--- config.mk ---
export PLATFORM = sky130hd
export DESIGN_NAME = lpif_adapter
export DESIGN_NICKNAME = d
export VERILOG_FILES = /design/src/common/lpif_pkg.sv /design/src/lsm/lpif_lsm.sv /design/src/rtl/lpif_adapter.sv /design/src/rtl/lpif_link_ctl.sv /design/src/txrx/lpif_rx.sv /design/src/txrx/lpif_tx.sv
export SDC_FILE = /design/constraint.sdc
export NUM_CORES = 1
export LEC_CHECK = 0
export ABC_CLOCK_PERIOD_IN_PS = 4200
export BUFFER_PORTS_ARGS = -buffer_cell sky130_fd_sc_hd__buf_2
export CORE_ASPECT_RATIO = 0.6
export CORE_MARGIN = 2
export CORE_UTILIZATION = 55
export DETAILED_ROUTE_END_ITERATION = 12
export PLACE_DENSITY = 0.79
export SYNTH_ARGS = -nofsm -noshare
export SYNTH_HDL_FRONTEND = slang
export SYNTH_SLANG_ARGS = --single-unit
export TNS_END_PERCENT = 50
--- constraint.sdc ---
create_clock -name lclk -period 4.2 [get_ports lclk]
set_input_delay 1.26 -clock lclk [delete_from_list [all_inputs] [get_ports lclk]]
set_output_delay 1.26 -clock lclk [all_outputs]
set_load 0.1 [all_outputs]
--- src/common/lpif_pkg.sv ---
/*
 * Shared constants, LPIF link states and packed payload types for the
 * reduced LPIF-to-AIB adapter. Every block reaches these by scoped names.
 */

package lpif_pkg;

  ////////////////////////////////////////////////////////////
  // AIB and LPIF sizing
  ////////////////////////////////////////////////////////////

  localparam int AIB_LANES         = 2;
  localparam int AIB_BITS_PER_LANE = 40;
  localparam int AIB_WIDTH         = AIB_LANES * AIB_BITS_PER_LANE; // 80 bits on the wire

  localparam int LPIF_DATA_BYTES   = 8;
  localparam int STREAM_WIDTH      = 8;
  localparam int FLIT_WIDTH        = STREAM_WIDTH + LPIF_DATA_BYTES * 8;
  localparam int AIB_RSVD_BITS     = AIB_WIDTH - 1 - FLIT_WIDTH; // Pad between valid and flit

  ////////////////////////////////////////////////////////////
  // Buffering and link settle
  ////////////////////////////////////////////////////////////

  localparam int TX_FIFO_DEPTH      = 4;
  localparam int TX_PTR_WIDTH       = $clog2(TX_FIFO_DEPTH);
  localparam int TX_CNT_WIDTH       = $clog2(TX_FIFO_DEPTH + 1);
  localparam logic [TX_PTR_WIDTH-1:0] TX_PTR_LAST = TX_PTR_WIDTH'(TX_FIFO_DEPTH - 1);
  localparam logic [TX_CNT_WIDTH-1:0] TX_CNT_FULL = TX_CNT_WIDTH'(TX_FIFO_DEPTH);

  localparam int LINK_SETTLE_CYCLES = 8;
  localparam int SETTLE_CNT_WIDTH   = $clog2(LINK_SETTLE_CYCLES);
  localparam logic [SETTLE_CNT_WIDTH-1:0] SETTLE_LAST =
    SETTLE_CNT_WIDTH'(LINK_SETTLE_CYCLES - 1);

  // LPIF state encoding, subset kept by this adapter
  typedef enum logic [3:0] {
    ST_RESET     = 4'd0,
    ST_ACTIVE    = 4'd1,
    ST_LINKERROR = 4'd10,
    ST_RETRAIN   = 4'd11
  } lpif_state_e;

  // One link layer flit
  typedef struct packed {
    logic [STREAM_WIDTH-1:0]      stream;
    logic [LPIF_DATA_BYTES*8-1:0] data;
  } lpif_flit_t;

  // Word format on data_in_f and dout
  typedef struct packed {
    logic                     valid;
    logic [AIB_RSVD_BITS-1:0] rsvd;  // Always zero on transmit
    lpif_flit_t               flit;
  } aib_word_t;

  // Link control to state machine
  typedef struct packed {
    logic link_up;
    logic phy_err;
  } link_status_t;

endpackage

--- src/lsm/lpif_lsm.sv ---
/*
 * LPIF link state machine with Reset, Active, Retrain and LinkError.
 * Reports the current state on pl_state_sts and raises pl_lnk_up while
 * Active, which also enables the transmit and receive paths.
 */

`timescale 1ns/10ps

module lpif_lsm (
  input  logic                   lclk,
  input  logic                   arst_n,
  input  lpif_pkg::lpif_state_e  lp_state_req,
  input  logic                   lp_linkerror,
  input  lpif_pkg::link_status_t link_sts,
  output lpif_pkg::lpif_state_e  pl_state_sts,
  output logic                   pl_lnk_up
);

  lpif_pkg::lpif_state_e state_nxt;
  logic                  req_active;
  logic                  req_retrain;
  logic                  req_reset;

  assign req_active  = (lp_state_req == lpif_pkg::ST_ACTIVE);
  assign req_retrain = (lp_state_req == lpif_pkg::ST_RETRAIN);
  assign req_reset   = (lp_state_req == lpif_pkg::ST_RESET);

  ////////////////////////////////////////////////////////////
  // Next state
  ////////////////////////////////////////////////////////////

  always_comb
  begin
    state_nxt = pl_state_sts;
    case (pl_state_sts)
      lpif_pkg::ST_RESET:
      begin
        if (link_sts.link_up && req_active)
        begin
          state_nxt = lpif_pkg::ST_ACTIVE;
        end
      end
      lpif_pkg::ST_ACTIVE:
      begin
        // Errors win over retrain
        if (link_sts.phy_err || lp_linkerror)
        begin
          state_nxt = lpif_pkg::ST_LINKERROR;
        end
        else if (!link_sts.link_up || req_retrain)
        begin
          state_nxt = lpif_pkg::ST_RETRAIN;
        end
      end
      lpif_pkg::ST_RETRAIN:
      begin
        if (link_sts.link_up && req_active)
        begin
          state_nxt = lpif_pkg::ST_ACTIVE;
        end
      end
      lpif_pkg::ST_LINKERROR:
      begin
        if (req_reset)
        begin
          state_nxt = lpif_pkg::ST_RESET;  // Only way out of error
        end
      end
      default:
      begin
        state_nxt = lpif_pkg::ST_RESET;
      end
    endcase
  end

  always_ff @(posedge lclk or negedge arst_n)
  begin
    if (!arst_n)
    begin
      pl_state_sts <= lpif_pkg::ST_RESET;
    end
    else
    begin
      pl_state_sts <= state_nxt;
    end
  end

  assign pl_lnk_up = (pl_state_sts == lpif_pkg::ST_ACTIVE);

endmodule

--- src/rtl/lpif_adapter.sv ---
/*
 * Top level of the reduced LPIF-to-AIB adapter. Joins link bring-up
 * control, the LPIF state machine and the transmit and receive paths.
 * Single clock lclk, asynchronous active low reset arst_n.
 */

`timescale 1ns/10ps

module lpif_adapter (
  input  logic                                   lclk,
  input  logic                                   arst_n,

  // LPIF downstream
  input  logic                                   lp_irdy,
  input  logic                                   lp_valid,
  input  logic [lpif_pkg::LPIF_DATA_BYTES*8-1:0] lp_data,
  input  logic [lpif_pkg::STREAM_WIDTH-1:0]      lp_stream,
  output logic                                   pl_trdy,

  // LPIF upstream
  output logic                                   pl_valid,
  output logic [lpif_pkg::LPIF_DATA_BYTES*8-1:0] pl_data,
  output logic [lpif_pkg::STREAM_WIDTH-1:0]      pl_stream,

  // LPIF state
  input  lpif_pkg::lpif_state_e                  lp_state_req,
  input  logic                                   lp_linkerror,
  output lpif_pkg::lpif_state_e                  pl_state_sts,
  output logic                                   pl_lnk_up,

  // AIB side
  input  logic                                   i_conf_done,
  input  logic                                   fs_mac_rdy,
  input  logic [lpif_pkg::AIB_LANES-1:0]         tx_transfer_en,
  input  logic [lpif_pkg::AIB_LANES-1:0]         rx_transfer_en,
  input  logic                                   align_done,
  input  logic                                   align_err,
  input  lpif_pkg::aib_word_t                    dout,
  input  logic                                   lpbk_en,
  output logic                                   ns_mac_rdy,
  output logic                                   tx_online,
  output logic                                   rx_online,
  output lpif_pkg::aib_word_t                    data_in_f
);

  lpif_pkg::link_status_t link_sts;
  lpif_pkg::lpif_flit_t   lp_flit;
  lpif_pkg::lpif_flit_t   rx_flit;

  assign lp_flit.stream = lp_stream;
  assign lp_flit.data   = lp_data;

  assign pl_data   = rx_flit.data;
  assign pl_stream = rx_flit.stream;

  ////////////////////////////////////////////////////////////
  // Control
  ////////////////////////////////////////////////////////////

  lpif_link_ctl u_link_ctl (
    .lclk           (lclk),
    .arst_n         (arst_n),
    .i_conf_done    (i_conf_done),
    .fs_mac_rdy     (fs_mac_rdy),
    .tx_transfer_en (tx_transfer_en),
    .rx_transfer_en (rx_transfer_en),
    .align_done     (align_done),
    .align_err      (align_err),
    .ns_mac_rdy     (ns_mac_rdy),
    .tx_online      (tx_online),
    .rx_online      (rx_online),
    .link_sts       (link_sts)
  );

  lpif_lsm u_lsm (
    .lclk         (lclk),
    .arst_n       (arst_n),
    .lp_state_req (lp_state_req),
    .lp_linkerror (lp_linkerror),
    .link_sts     (link_sts),
    .pl_state_sts (pl_state_sts),
    .pl_lnk_up    (pl_lnk_up)
  );

  ////////////////////////////////////////////////////////////
  // Datapath
  ////////////////////////////////////////////////////////////

  lpif_tx u_tx (
    .lclk      (lclk),
    .arst_n    (arst_n),
    .tx_enable (pl_lnk_up),  // Drains only while Active
    .lp_irdy   (lp_irdy),
    .lp_valid  (lp_valid),
    .lp_flit   (lp_flit),
    .pl_trdy   (pl_trdy),
    .data_in_f (data_in_f)
  );

  lpif_rx u_rx (
    .lclk      (lclk),
    .arst_n    (arst_n),
    .rx_enable (pl_lnk_up),
    .lpbk_en   (lpbk_en),
    .dout      (dout),
    .tx_word   (data_in_f),  // Loopback source
    .pl_valid  (pl_valid),
    .pl_flit   (rx_flit)
  );

endmodule

--- src/rtl/lpif_link_ctl.sv ---
/*
 * AIB bring-up control. Raises ns_mac_rdy once configuration is done,
 * then waits for a run of good cycles on the far-side ready, transfer
 * enables and alignment before reporting link-up to the state machine.
 */

`timescale 1ns/10ps

module lpif_link_ctl (
  input  logic                           lclk,
  input  logic                           arst_n,
  input  logic                           i_conf_done,
  input  logic                           fs_mac_rdy,
  input  logic [lpif_pkg::AIB_LANES-1:0] tx_transfer_en,
  input  logic [lpif_pkg::AIB_LANES-1:0] rx_transfer_en,
  input  logic                           align_done,
  input  logic                           align_err,
  output logic                           ns_mac_rdy,
  output logic                           tx_online,
  output logic                           rx_online,
  output lpif_pkg::link_status_t         link_sts
);

  logic                                  link_good;
  logic [lpif_pkg::SETTLE_CNT_WIDTH-1:0] settle_cnt;

  // Every bring-up condition this cycle
  assign link_good = ns_mac_rdy & fs_mac_rdy & (&tx_transfer_en) & (&rx_transfer_en) &
                     align_done;

  always_ff @(posedge lclk or negedge arst_n)
  begin
    if (!arst_n)
    begin
      ns_mac_rdy <= 1'b0;
    end
    else if (i_conf_done)
    begin
      ns_mac_rdy <= 1'b1;  // Sticky
    end
  end

  // Settle counter, saturates once link is up
  always_ff @(posedge lclk or negedge arst_n)
  begin
    if (!arst_n)
    begin
      settle_cnt       <= '0;
      link_sts.link_up <= 1'b0;
    end
    else if (!link_good)
    begin
      settle_cnt       <= '0;
      link_sts.link_up <= 1'b0;
    end
    else if (settle_cnt == lpif_pkg::SETTLE_LAST)
    begin
      link_sts.link_up <= 1'b1;
    end
    else
    begin
      settle_cnt <= settle_cnt + 1'b1;
    end
  end

  always_ff @(posedge lclk or negedge arst_n)
  begin
    if (!arst_n)
    begin
      link_sts.phy_err <= 1'b0;
    end
    else
    begin
      link_sts.phy_err <= align_err;
    end
  end

  assign tx_online = link_sts.link_up;
  assign rx_online = link_sts.link_up;

endmodule

--- src/txrx/lpif_rx.sv ---
/*
 * Upstream path. Picks the far-side word or, in loopback, the local
 * transmit word, and registers it onto the LPIF receive ports. No
 * back-pressure, so words arriving while the link is down are dropped.
 */

`timescale 1ns/10ps

module lpif_rx (
  input  logic                 lclk,
  input  logic                 arst_n,
  input  logic                 rx_enable,
  input  logic                 lpbk_en,
  input  lpif_pkg::aib_word_t  dout,
  input  lpif_pkg::aib_word_t  tx_word,
  output logic                 pl_valid,
  output lpif_pkg::lpif_flit_t pl_flit
);

  lpif_pkg::aib_word_t src_word;
  logic                src_take;

  // Loopback select
  assign src_word = lpbk_en ? tx_word : dout;
  assign src_take = src_word.valid & rx_enable;

  always_ff @(posedge lclk or negedge arst_n)
  begin
    if (!arst_n)
    begin
      pl_valid <= 1'b0;
    end
    else
    begin
      pl_valid <= src_take;
    end
  end

  // Flit holds between valid words
  always_ff @(posedge lclk or negedge arst_n)
  begin
    if (!arst_n)
    begin
      pl_flit <= '0;
    end
    else if (src_take)
    begin
      pl_flit <= src_word.flit;
    end
  end

endmodule

--- src/txrx/lpif_tx.sv ---
/*
 * Downstream path. Accepts flits from the link layer on the LPIF
 * handshake into a small circular FIFO and drains one flit per cycle
 * into the registered AIB word on data_in_f while enabled.
 */

`timescale 1ns/10ps

module lpif_tx (
  input  logic                 lclk,
  input  logic                 arst_n,
  input  logic                 tx_enable,
  input  logic                 lp_irdy,
  input  logic                 lp_valid,
  input  lpif_pkg::lpif_flit_t lp_flit,
  output logic                 pl_trdy,
  output lpif_pkg::aib_word_t  data_in_f
);

  lpif_pkg::lpif_flit_t              fifo_mem [lpif_pkg::TX_FIFO_DEPTH];
  logic [lpif_pkg::TX_PTR_WIDTH-1:0] wr_ptr;
  logic [lpif_pkg::TX_PTR_WIDTH-1:0] rd_ptr;
  logic [lpif_pkg::TX_CNT_WIDTH-1:0] count;
  logic                              push;
  logic                              pop;

  assign pl_trdy = (count != lpif_pkg::TX_CNT_FULL) & tx_enable;
  assign push    = lp_irdy & lp_valid & pl_trdy;
  assign pop     = tx_enable & (count != '0);

  ////////////////////////////////////////////////////////////
  // Flit buffer
  ////////////////////////////////////////////////////////////

  always_ff @(posedge lclk)
  begin
    if (push)
    begin
      fifo_mem[wr_ptr] <= lp_flit;
    end
  end

  always_ff @(posedge lclk or negedge arst_n)
  begin
    if (!arst_n)
    begin
      wr_ptr <= '0;
      rd_ptr <= '0;
      count  <= '0;
    end
    else
    begin
      if (push)
      begin
        wr_ptr <= (wr_ptr == lpif_pkg::TX_PTR_LAST) ? '0 : wr_ptr + 1'b1;
      end
      if (pop)
      begin
        rd_ptr <= (rd_ptr == lpif_pkg::TX_PTR_LAST) ? '0 : rd_ptr + 1'b1;
      end
      case ({push, pop})
        2'b10:   count <= count + 1'b1;
        2'b01:   count <= count - 1'b1;
        default: count <= count;  // Idle or push and pop together
      endcase
    end
  end

  ////////////////////////////////////////////////////////////
  // AIB word packing
  ////////////////////////////////////////////////////////////

  always_ff @(posedge lclk or negedge arst_n)
  begin
    if (!arst_n)
    begin
      data_in_f <= '0;
    end
    else if (pop)
    begin
      data_in_f.valid <= 1'b1;
      data_in_f.rsvd  <= '0;
      data_in_f.flit  <= fifo_mem[rd_ptr];  // Oldest flit
    end
    else
    begin
      data_in_f <= '0;  // Idle word
    end
  end

endmodule

* Word-level counts from Yosys, hierarchy flattened
Memory sizes are Yosys's and may differ from the RTL's. Index checks and enable logic that the tools add are counted.
Word-level totals: ROM bits 0, output and inout bits 162, bits in latches 0, input bits 170, memories 1, memory bits (writable) 288, register bits 170
Memories:
- u_tx.fifo_mem | depth 4, width 72, read ports 1, clocked after memory_dff 0, wr ports 1, RTL line lpif_tx.sv:20 | lpif_pkg::lpif_flit_t fifo_mem [lpif_pkg::TX_FIFO_DEPTH];
Cells by class: multiply operators 0, eq/ne operators 16, shift operators 0, divide/modulo/power cells 0, add/sub/neg operators 5, magnitude comparators 0, bitwise logic cells 9, multiplexer cells 16, reduce and logical (&&, ||, !) cells 12
Operator list (count):
- $mux W80 | 2
- $mux W4 | 4
- $eq A4 B4 Y1 const B | 3
- $pmux W4 S3 | 1
- $and A1 B1 Y1 | 9
- $eq A4 B1 Y1 const B | 2
- $logic_not A4 Y1 | 2
- $add A3 B1 Y3 const B | 2
- $eq A2 B2 Y1 const B | 3
- $mux W3 | 2
- $ne A3 B3 Y1 const B | 2
- $pmux W3 S2 | 1
- $add A2 B1 Y2 const B | 2
- $mux W1 | 4
- $mux W2 | 2
- $ne A2 B1 Y1 const B | 2
- $ne A2 B2 Y1 const B | 2
- $reduce_and A2 Y1 | 2
- $eq A3 B3 Y1 const B | 1
- $reduce_and A3 Y1 | 1
- $reduce_bool A3 Y1 | 1
- $sub A3 B1 Y3 const B | 1
- $eq A2 B1 Y1 const B | 1
- $logic_or A1 B1 Y1 | 2
- other kinds (4) | 4

* Logic depth before layout (Yosys ltp)
Gate-level depths: netlist (run 1).
depth in word-level cells 5, gate-level depth with buffers 13

* Hierarchy
Synthesis (run 1) repeated with hierarchy kept, for this count alone.
Unflattened totals: cells, all modules 952, area total of the unflattened synthesis 17307.8 µm²
By module, submodules not included:
- lpif_tx | times used 1, cells each 578, area an instance 13228.9 µm²
- lpif_rx | times used 1, cells each 332, area an instance 3601.0 µm²
- lpif_link_ctl | times used 1, cells each 21, area an instance 260.2 µm²
- lpif_lsm | times used 1, cells each 21, area an instance 217.7 µm²

* Worst setup path before layout (run 1)
No wires, ideal clock.
path type reg2reg, from register u_lsm.pl_state_sts[0], to memory u_tx.fifo_mem[0][0] (netlist bit), enable pin, library setup time 438 ps, setup slack -2106 ps, buffers on the path 1, stages on the path, launching flop included 7, period minus slack after synthesis 6306 ps, arrival 5868 ps, path through dfrtp_1 -> ha_1 -> inv_1 -> a31oi_1 -> and3_1 -> buf_2 -> and2_1
Between the ends: cells in the longest elaborated chain, start to end 5
Ends and longest elaborated chain:
- from (decl) | RTL line lpif_lsm.sv:15 | output lpif_pkg::lpif_state_e pl_state_sts,
- from (signal assigned) | RTL line lpif_lsm.sv:80 | pl_state_sts <= lpif_pkg::ST_RESET;
- from (signal assigned) | RTL line lpif_lsm.sv:84 | pl_state_sts <= state_nxt;
- $eq A4 B1 Y1 | RTL line lpif_lsm.sv:88 | assign pl_lnk_up = (pl_state_sts == lpif_pkg::ST_ACTIVE);
- net pl_lnk_up | RTL line lpif_adapter.sv:29 | output logic pl_lnk_up,
- $and A1 B1 Y1 | RTL line lpif_tx.sv:27 | assign pl_trdy = (count != lpif_pkg::TX_CNT_FULL) & tx_enable;
- net pl_trdy | RTL line lpif_adapter.sv:18 | output logic pl_trdy,
- $and A1 B1 Y1 | RTL line lpif_tx.sv:28 | assign push = lp_irdy & lp_valid & pl_trdy;
- $mux W1 | RTL line lpif_tx.sv:37 | if (push)
- $mux W1 (implied by the code) | RTL line lpif_tx.sv:39 | fifo_mem[wr_ptr] <= lp_flit;
- to (decl) | RTL line lpif_tx.sv:20
The timed path passes the listed nets, and every way through them passes these cells.

* Final worst setup path (run 1)
from register u_lsm.pl_state_sts[1], to output pl_trdy
Between the ends: cells in the longest elaborated chain, start to end 2
Ends and longest elaborated chain (RTL line):
- $eq A4 B1 Y1 | lpif_lsm.sv:88
- $and A1 B1 Y1 | lpif_tx.sv:27
- to (decl) | lpif_adapter.sv:18
Every way passes these cells.

==> impl_metrics.ini, run 1 <==
[drt]
wl_per_cell_um = 20.7
ant_nets = 0
route.detailed.drc = 0
viasPerCell = 5.39
drtIter0Drc = 733
num_vias = 9170
wl_mm = 35.2
drt_first_pass_iters = 5

[cells_and_area]
drive_gt1_share_pct = 36.9
final-seq-area_um2 = 12700
fin_cells = 1702
utilization_pct = 67.2
multi_input_area_um2 = 3960
synthToLayoutAreaGrowth_pct = 19.1
fill_cells = 2014
final_nets = 1441

[clocking]
cts_tree = yes
cts_made_buffers = 41
cts.clk_slew.worst_paths_ns = 0.06
cts-root-buf = clkbuf_16
clk_latency_ns = 0.54
clock_sinks = 449
cts_resized = 0
clock_path_buffers = 3
cts-htree-levels = 2
hold_buffers = 0
postCtsSetupRepairBufs = 0

[critical_path]
cp_max_fo = 6
rrSetupSlack_ns = 1.43
critical_path_arrival_ns = 2.04
crit_type = reg -> out
start_kind = register
crit_path_end_kind = output port
required_ns = 2.94

[logic_synthesis]
ys_types = 37
ys_seq_area_share_pct = 74.6
synth_area_um2 = 17000
async_flop_share_pct = 35.9
synth-edff-count = 288
syn_avg_cell_area_um2 = 18.1
synth_ff_type = edfxtp_1
synthTopCellsByArea = edfxtp_1, dfrtp_1, mux4_2
yosys.area.top_type_share_pct = 50.9
syn_inst = 937
synth_seq_cells = 449
yosys_warnings = 0
synth_top_area_cell = edfxtp_1

[die]
die_area_um2 = 32400
die_h_um = 140
core_area_um2 = 30200
fp-row-count = 49
die_w_um = 231
ioPinCount = 332
start_util_pct = 56.4

[place]
port_buffers = 316
placed_cells = 1624
pre_cts_ws_ns = 1.15
dpl.hpwl_mm = 22.5
gp_congestion = 0.806

[global_routing]
grtUsageTotal_pct = 22.3
grt_start_max_net_pins = 78
grt.overflow.total = 0
grt_use_met2_pct = 34.4
grt_pass1_wl_mm = 54.5
grt_use_met3_pct = 5.48
busiest_layer = met2
met1_usage_pct = 32.3
antenna_found_initial = 11
first_global_vias = 9504

[sta]
period_needed_ns = 3.30
fin_ws_ns = 0.898
rsz0062_at_grt = false
fmax_mhz = 303
maxSlewHeadroom_pct = 24.4
skew_ns = 0.0126
hold_viol_final = 0
drv_slew = 0
finalSetupViolCount = 0
tns_ns = 0
fin_crit_sh_pct = 78.6
worst-slew-pin-transition_ns = 1.13

[min_path]
min_path_type = reg -> reg

[power]
p_switching_mw = 1.74
irDropWorstVdd_v = 0.000356
power_density_nw_per_um2 = 420
swShare_pct = 20.4
p_clk_share_pct = 41.1
p_leak_nw = 8.38
intPower_mw = 6.78
combPwrFrac_pct = 3.4
power_mw = 8.51
p_seq_share_pct = 55.5

[status]
status = finished, final reports clean

[flow_run]
cap_violations = 0
power by group through the flow:
stage	combinational (mW)	sequential (mW)	clock, mW
5_1_grt	0.319	4.72	3.75
4_1_cts	0.294	4.72	3.58
3_5_place_dp	0.293	4.81	0
2_1_floorplan	0.120	4.83	0
3_3_place_gp	0.281	4.81	0
6_report	0.291	4.72	3.50
worst paths after layout:
path / start / end / depth (start not counted)
worst max-delay path: u_lsm.pl_state_sts[1] / pl_trdy / 5
max in group asynchronous: arst_n / u_tx.rd_ptr[0] / 2
worst max register to register: u_lsm.pl_state_sts[1] / u_tx.fifo_mem[1][17] / 7
worst min-delay path: u_rx.pl_flit[57] / u_rx.pl_flit[57] / 2
min in group asynchronous: arst_n / u_rx.pl_flit[65] / 1
worst min register to register: u_rx.pl_flit[57] / u_rx.pl_flit[57] / 2
placed cells by master (no fill, tap or decap), drive strengths merged, types with 12 or more instances in the layout:
cell type and instances:
mux2i 75, clkinv 17, dfrtp 161, o21ai 72
nor2b 73, mux4 72, edfxtp 288, nand2 77
clkbuf 50, inv 12, buf 330
metrics by stage:
stage | instance area, um2 | hold slack, ns
after floorplan | 17100 | 0.486
after global placement | 19000 | 0.457
after detailed placement | 19000 | 0.466
after CTS | 20200 | 0.480
after global routing | 20300 | 0.509
final | 20300 | 0.473
layout make-up:
class | instances | area share, %
Sequential cell | 449 | 62.6
Multi-Input combinational cell | 426 | 19.6
Timing Repair Buffer | 330 | 8.86
Clock buffer | 50 | 5.33
Tap cell | 408 | 2.52
Clock inverter | 23 | 0.834
Inverter | 11 | 0.204
Antenna cell | 5 | 0.0618
worst max-delay path: stages (launching register included):
cell and delay (ns):
dfrtp_1 0.42, inv_1 0.10, ha_2 0.28, inv_1 0.10
a31oi_4 0.16, buf_2 0.45
state kept, by name, summed over array words and instances (netlist names):
signal                 count
u_link_ctl.settle_cnt      3
u_rx.pl_valid              1
u_tx.count                 3
u_link_ctl.link_sts        1
u_link_ctl.ns_mac_rdy      1
u_tx.rd_ptr                2
u_tx.fifo_mem            288
u_tx.wr_ptr                2
u_link_ctl.rx_online       1
u_lsm.pl_state_sts         2
u_tx.data_in_f            73
u_rx.pl_flit              72
synth_stat cells, types with 2 or more instances:
master and n:
edfxtp_1 288, dfrtp_1 161, nand2_1 76, mux2i_1 75
mux4_2 72, nor2b_1 72, o21ai_1 49, o21ai_0 23
buf_2 21, buf_4 12, buf_6 12, ha_1 11
inv_1 11, nor2_1 11, clkbuf_1 9, and2_1 4
mux2_1 4, xor2_1 3, and3_1 2, buf_1 2
clkbuf_2 2, nand3_1 2
cell families after synthesis:
kind of cell	count (synthesis)	synth area share [%]
mux	152	14.3
other cells	1	0.0221
xor+xnor	4	0.206
fa+ha+maj	12	0.927
simple gates	173	5.12
compound gates	77	2.36
buf+inv	69	2.49
flops	449	74.6
per-layer routing:
metal	vias to the layer above	share of wire, %
li1	4144	-
met3	61	6.9
met4	8	2.1
met5	-	0.13
met1	4655	44
met2	302	46
Note: power is estimated with default switching activity, not from simulation.
==> inputs of run 2 (changes only) <==
- ABC_CLOCK_PERIOD_IN_PS: 4200 -> 3100
- clock period: 4.2 -> 3.1 ns (I/O delays scaled with it)
==> run 2 against run 1 <==
Effect of this change:
- clock skew up 0.00071 ns
- wire length grew 0.14%
- hold slack worse by 0.10 ns
- global-route usage is 0.067 points lower
- core utilization rose by 0.27 points
- critical path depth stayed put
- largest power group unchanged
==> impl_metrics.ini, run 2 (synthesis gave the netlist of run 1 again) <==
[status]
status = finished, final reports clean

[clocking]
clock_sinks = 449
cts-root-buf = clkbuf_16
clock_path_buffers = 3
postCtsSetupRepairBufs = 0
cts.clk_slew.worst_paths_ns = 0.06
cts_tree = yes
hold_buffers = 0
cts_resized = 0
cts-htree-levels = 2
clk_latency_ns = 0.53
cts_made_buffers = 40

[critical_path]
rrSetupSlack_ns = 0.69
cp-endpoint = pl_trdy
r2r-end = u_tx.fifo_mem[1][30]
cp_max_fo = 6
start_kind = register
critical_path_arrival_ns = 1.94
crit_path_end_kind = output port
crit_type = reg -> out
r2r_start = u_lsm.pl_state_sts[1]
startpoint = u_lsm.pl_state_sts[1]
reg2reg_depth = 7
required_ns = 2.17

[drt]
wl_mm = 35.3
ant_nets = 0
num_vias = 9086
viasPerCell = 5.33
drtIter0Drc = 698
drt_first_pass_iters = 5
route.detailed.drc = 0
wl_per_cell_um = 20.7

[cells_and_area]
top_register = u_tx.fifo_mem
largest_reg_flops = 288
final-seq-area_um2 = 12700
final_cell_mix = buf_2, edfxtp_1, dfrtp_1
final_nets = 1446
drive_gt1_share_pct = 37.3
fin_cells = 1705
fill_cells = 2034
multi_input_area_um2 = 3970
synthToLayoutAreaGrowth_pct = 19.6
largestRegisters = u_tx.fifo_mem: 288 flops, u_tx.data_in_f: 73 flops, u_rx.pl_flit: 72 flops
final_common_cell = buf_2

[sta]
drv_slew = 0
finalSetupViolCount = 0
worst-slew-pin-transition_ns = 0.627
fin_crit_sh_pct = 92.6
fmax_mhz = 348
skew_ns = 0.0133
period_needed_ns = 2.87
rsz0062_at_grt = false
maxSlewHeadroom_pct = 58.2
hold_viol_final = 0

[power]
p_leak_nw = 8.40
power_mw = 11.5
irDropWorstVdd_v = 0.000457
power_density_nw_per_um2 = 563

[place]
port_buffers = 316
placed_cells = 1630
gp_congestion = 0.791
dpl.hpwl_mm = 22.5

[global_routing]
grt_start_max_net_pins = 146
grt_pass1_wl_mm = 54.4
first_global_vias = 9447
grt.overflow.total = 0
grtUsageTotal_pct = 22.2
antenna_found_initial = 4

[die]
die_h_um = 140
start_util_pct = 56.4
die_area_um2 = 32400
die_w_um = 231
core_area_um2 = 30200
fp-row-count = 49
ioPinCount = 332

[min_path]
min_path_type = in -> async

[flow_run]
cap_violations = 0
==> run 2: cell types whose count changed in the layout (fill, tap and decap cells not counted), moves of 2 or more <==
cell / previous run / this run
buf_12: 8 / 12
buf_4: 7 / 9
clkbuf_1: 7 / 12
clkinv_1: 6 / 2
clkinv_2: 11 / 9
dfrtp_1: 159 / 157
dfrtp_4: 2 / 4
inv_1: 11 / 9
inv_2: 0 / 2
==> run 2: report_power, final <==
group | switching [mW] | internal, mW
logic | 0.251 | 0.145
clock network | 2.07 | 2.60
registers | 0.00596 | 6.39
==> run 2: cell type report <==
class | count | area share (%)
antenna | 4 | 0.0492
timing repair buffer | 336 | 9.30
clock buffer | 56 | 5.47
inverter | 11 | 0.203
tap | 408 | 2.51
multi-input combinational | 426 | 19.5
clock inverter | 15 | 0.523
sequential | 449 | 62.4
==> run 2: worst min path at each step <==
stage | endpoint | from | cells after the start
2_1_floorplan | u_tx.count[0] | u_tx.count[0] | 1
3_3_place_gp | u_rx.pl_flit[55] | u_rx.pl_flit[55] | 2
3_5_place_dp | u_rx.pl_flit[44] | u_rx.pl_flit[44] | 2
4_1_cts | u_rx.pl_flit[10] | arst_n | 2
5_1_grt | u_tx.data_in_f[10] | arst_n | 2
6_report | u_tx.data_in_f[10] | arst_n | 2
==> run 2: per-stage QoR <==
| stage | worst slack (ns) | hold WS (ns) | cell area [um2] | utilization (%) | TNS (ns) |
|---|---|---|---|---|---|
| after floorplan | -0.0657 | 0.486 | 17100 | - | -18.91 |
| after global placement | 0.641 | 0.458 | 19100 | 63.3 | 0 |
| after detailed placement | 0.575 | 0.466 | 19100 | 63.3 | 0 |
| after CTS | 0.205 | 0.375 | 20300 | 67.4 | 0 |
| after global routing | 0.137 | 0.384 | 20300 | 67.4 | 0 |
| final | 0.229 | 0.371 | 20300 | 67.4 | 0 |
==> run 2: critical path, cell delays in order, from the launching register on <==
cell and delay [ns]:
dfrtp_4 0.50, inv_2 0.08, ha_4 0.19, inv_2 0.05
a31oi_4 0.14, buf_2 0.45
==> run 2: layer usage <==
layer	vias to the layer above	part of all wire, %	global-route usage [%]	wire (um)
met3	46	6.7	5.46	2370
met4	2	1.7	5.67	587
met2	278	47	35.1	16500
li1	4142	-	-	-
met1	4618	45	31.6	15800
met5	-	0.037	0	13
==> inputs of run 3 (changes only) <==
- RECOVER_POWER: default -> 50
- SETUP_SLACK_MARGIN: default -> 0.02
==> run 3 against run 2 <==
Effect of this change:
- the flow now finishes with violations (max-capacitance violations, max-slew violations)
- core utilization decreased by 0.51 points
- setup slack improved by 0.032 ns
- cell area shrank 0.76%
- via count increased by 0.40%
- die area unchanged
- fmax is 1.1% higher
- hold slack improved by 0.10 ns
- highest routed layer is now met4
- total power fell by 0.23%
- critical path type unchanged
==> impl_metrics.ini, run 3 (synthesis gave the netlist of run 1 again) <==
[power]
p_leak_nw = 8.19
power_density_nw_per_um2 = 566
irDropWorstVdd_v = 0.000473

[place]
port_buffers = 316
gp_congestion = 0.791
placed_cells = 1630
dpl.hpwl_mm = 22.5
dpl-instance-area_um2 = 19100

[drt]
drt_first_pass_iters = 5
num_vias = 9122
wl_per_cell_um = 20.8
ant_nets = 0
viasPerCell = 5.36
wl_mm = 35.3
drtIter0Drc = 658
route.detailed.drc = 0

[cells_and_area]
final_cell_area_um2 = 20200
fin_cells = 1703
final_cell_mix = edfxtp_1, buf_2, dfrtp_1
utilization_pct = 66.9
drive_gt1_share_pct = 31.4
final_common_cell = edfxtp_1
largestRegisters = u_tx.fifo_mem: 288 flops, u_tx.data_in_f: 73 flops, u_rx.pl_flit: 72 flops
largest_reg_flops = 288
final_nets = 1446
top_register = u_tx.fifo_mem
synthToLayoutAreaGrowth_pct = 18.7

[global_routing]
grt_pass1_wl_mm = 54.4
grt_start_max_net_pins = 146
grt.overflow.total = 0
grtUsageTotal_pct = 22.2
first_global_vias = 9447
antenna_found_initial = 2

[critical_path]
start_kind = register
path_delay_family = buffers and inverters
crit_path_end_kind = output port
crit_path_cell_trace = inv_2 > ha_4 > inv_2 > a31oi_4 > buf_2
cp_max_fo = 6
max_stage_delay_ns = 0.50
critPathBufInv = 3
crit_top_cell = inv_2
required_ns = 2.17
cp_slowest_cell = dfrtp_4
rrSetupSlack_ns = 0.57
critical_path_arrival_ns = 1.91
crit_type = reg -> out

[clocking]
cts_tree = yes
cts-htree-levels = 2
clock_path_buffers = 3
cts_resized = 0
hold_buffers = 0
cts_made_buffers = 40
postCtsSetupRepairBufs = 0
cts.clk_slew.worst_paths_ns = 0.07
clk_latency_ns = 0.53
cts-root-buf = clkbuf_16
clock_sinks = 449

[sta]
fin_crit_sh_pct = 91.6
worst-slew-pin-transition_ns = 1.68
finalSetupViolCount = 0
rsz0062_at_grt = false
period_needed_ns = 2.84
drv_slew = 210
fmax_mhz = 352
hold_viol_final = 0
maxSlewHeadroom_pct = -12.0
skew_ns = 0.0131

[die]
ioPinCount = 332
die_area_um2 = 32400
start_util_pct = 56.4
die_w_um = 231
die_h_um = 140
core_area_um2 = 30200
fp-row-count = 49

[flow_run]
cap_violations = 2

[status]
status = complete, but fails checks
violations = max-capacitance violations, max-slew violations

[min_path]
min_path_type = reg -> reg
==> run 3: power by group <==
| part | switching, mW | total (mW) | internal, mW |
|---|---|---|---|
| sequential | 0.00584 | 6.39 | 6.39 |
| combinational | 0.249 | 0.376 | 0.127 |
| clock | 2.07 | 4.66 | 2.60 |
| total | 2.32 | 11.4 | 9.11 |
==> run 3: area by class of cell <==
class                   count  area [um2]
repair buffers            336        1760
diodes                      2        5.00
inverters                  11        41.3
clock buffers              56        1110
clock inverters            15         106
well taps                 408         510
fillers                  2072        9980
multi-input cells         426        3960
flip-flops and latches    449       12700
==> run 3: worst paths after layout <==
check,end,start,depth (start not counted)
max in group asynchronous,u_tx.data_in_f[38],arst_n,2
setup reg to reg,u_rx.pl_flit[54],u_tx.data_in_f[79],4
hold / removal,u_rx.pl_flit[18],u_rx.pl_flit[18],2
setup / recovery,pl_trdy,u_lsm.pl_state_sts[1],5
min in group asynchronous,u_link_ctl.ns_mac_rdy,arst_n,2
hold reg to reg,u_rx.pl_flit[18],u_rx.pl_flit[18],2
==> run 3: worst register-to-register path, cell delays in order, from the launching register on <==
cell and delay [ns]:
dfrtp_1 0.37, mux2_1 0.33, nand2_4 0.07, clkbuf_4 1.13
o21ai_0 0.41
==> run 3: routing by layer <==
| metal | GRT usage (%) | share of wire [%] | vias up | wire length [um] |
|---|---|---|---|---|
| li1 | - | - | 4137 | - |
| met4 | 5.67 | 1.5 | 0 | 540 |
| met5 | 0 | 0 | - | 0 |
| met1 | 31.6 | 44 | 4647 | 15700 |
| met3 | 5.46 | 7.1 | 50 | 2510 |
| met2 | 35.1 | 47 | 288 | 16600 |
==> run 3: through the flow <==
step           hold WS [ns]  power, mW  setup WS (ns)  TNS, ns
4_1_cts               0.375       11.6          0.205        0
5_1_grt               0.488       11.8          0.138        0
6_report              0.476       11.4          0.261        0
3_5_place_dp          0.466       6.92          0.575        0
2_1_floorplan         0.486       6.71        -0.0657   -18.91
3_3_place_gp          0.458       6.90          0.641        0
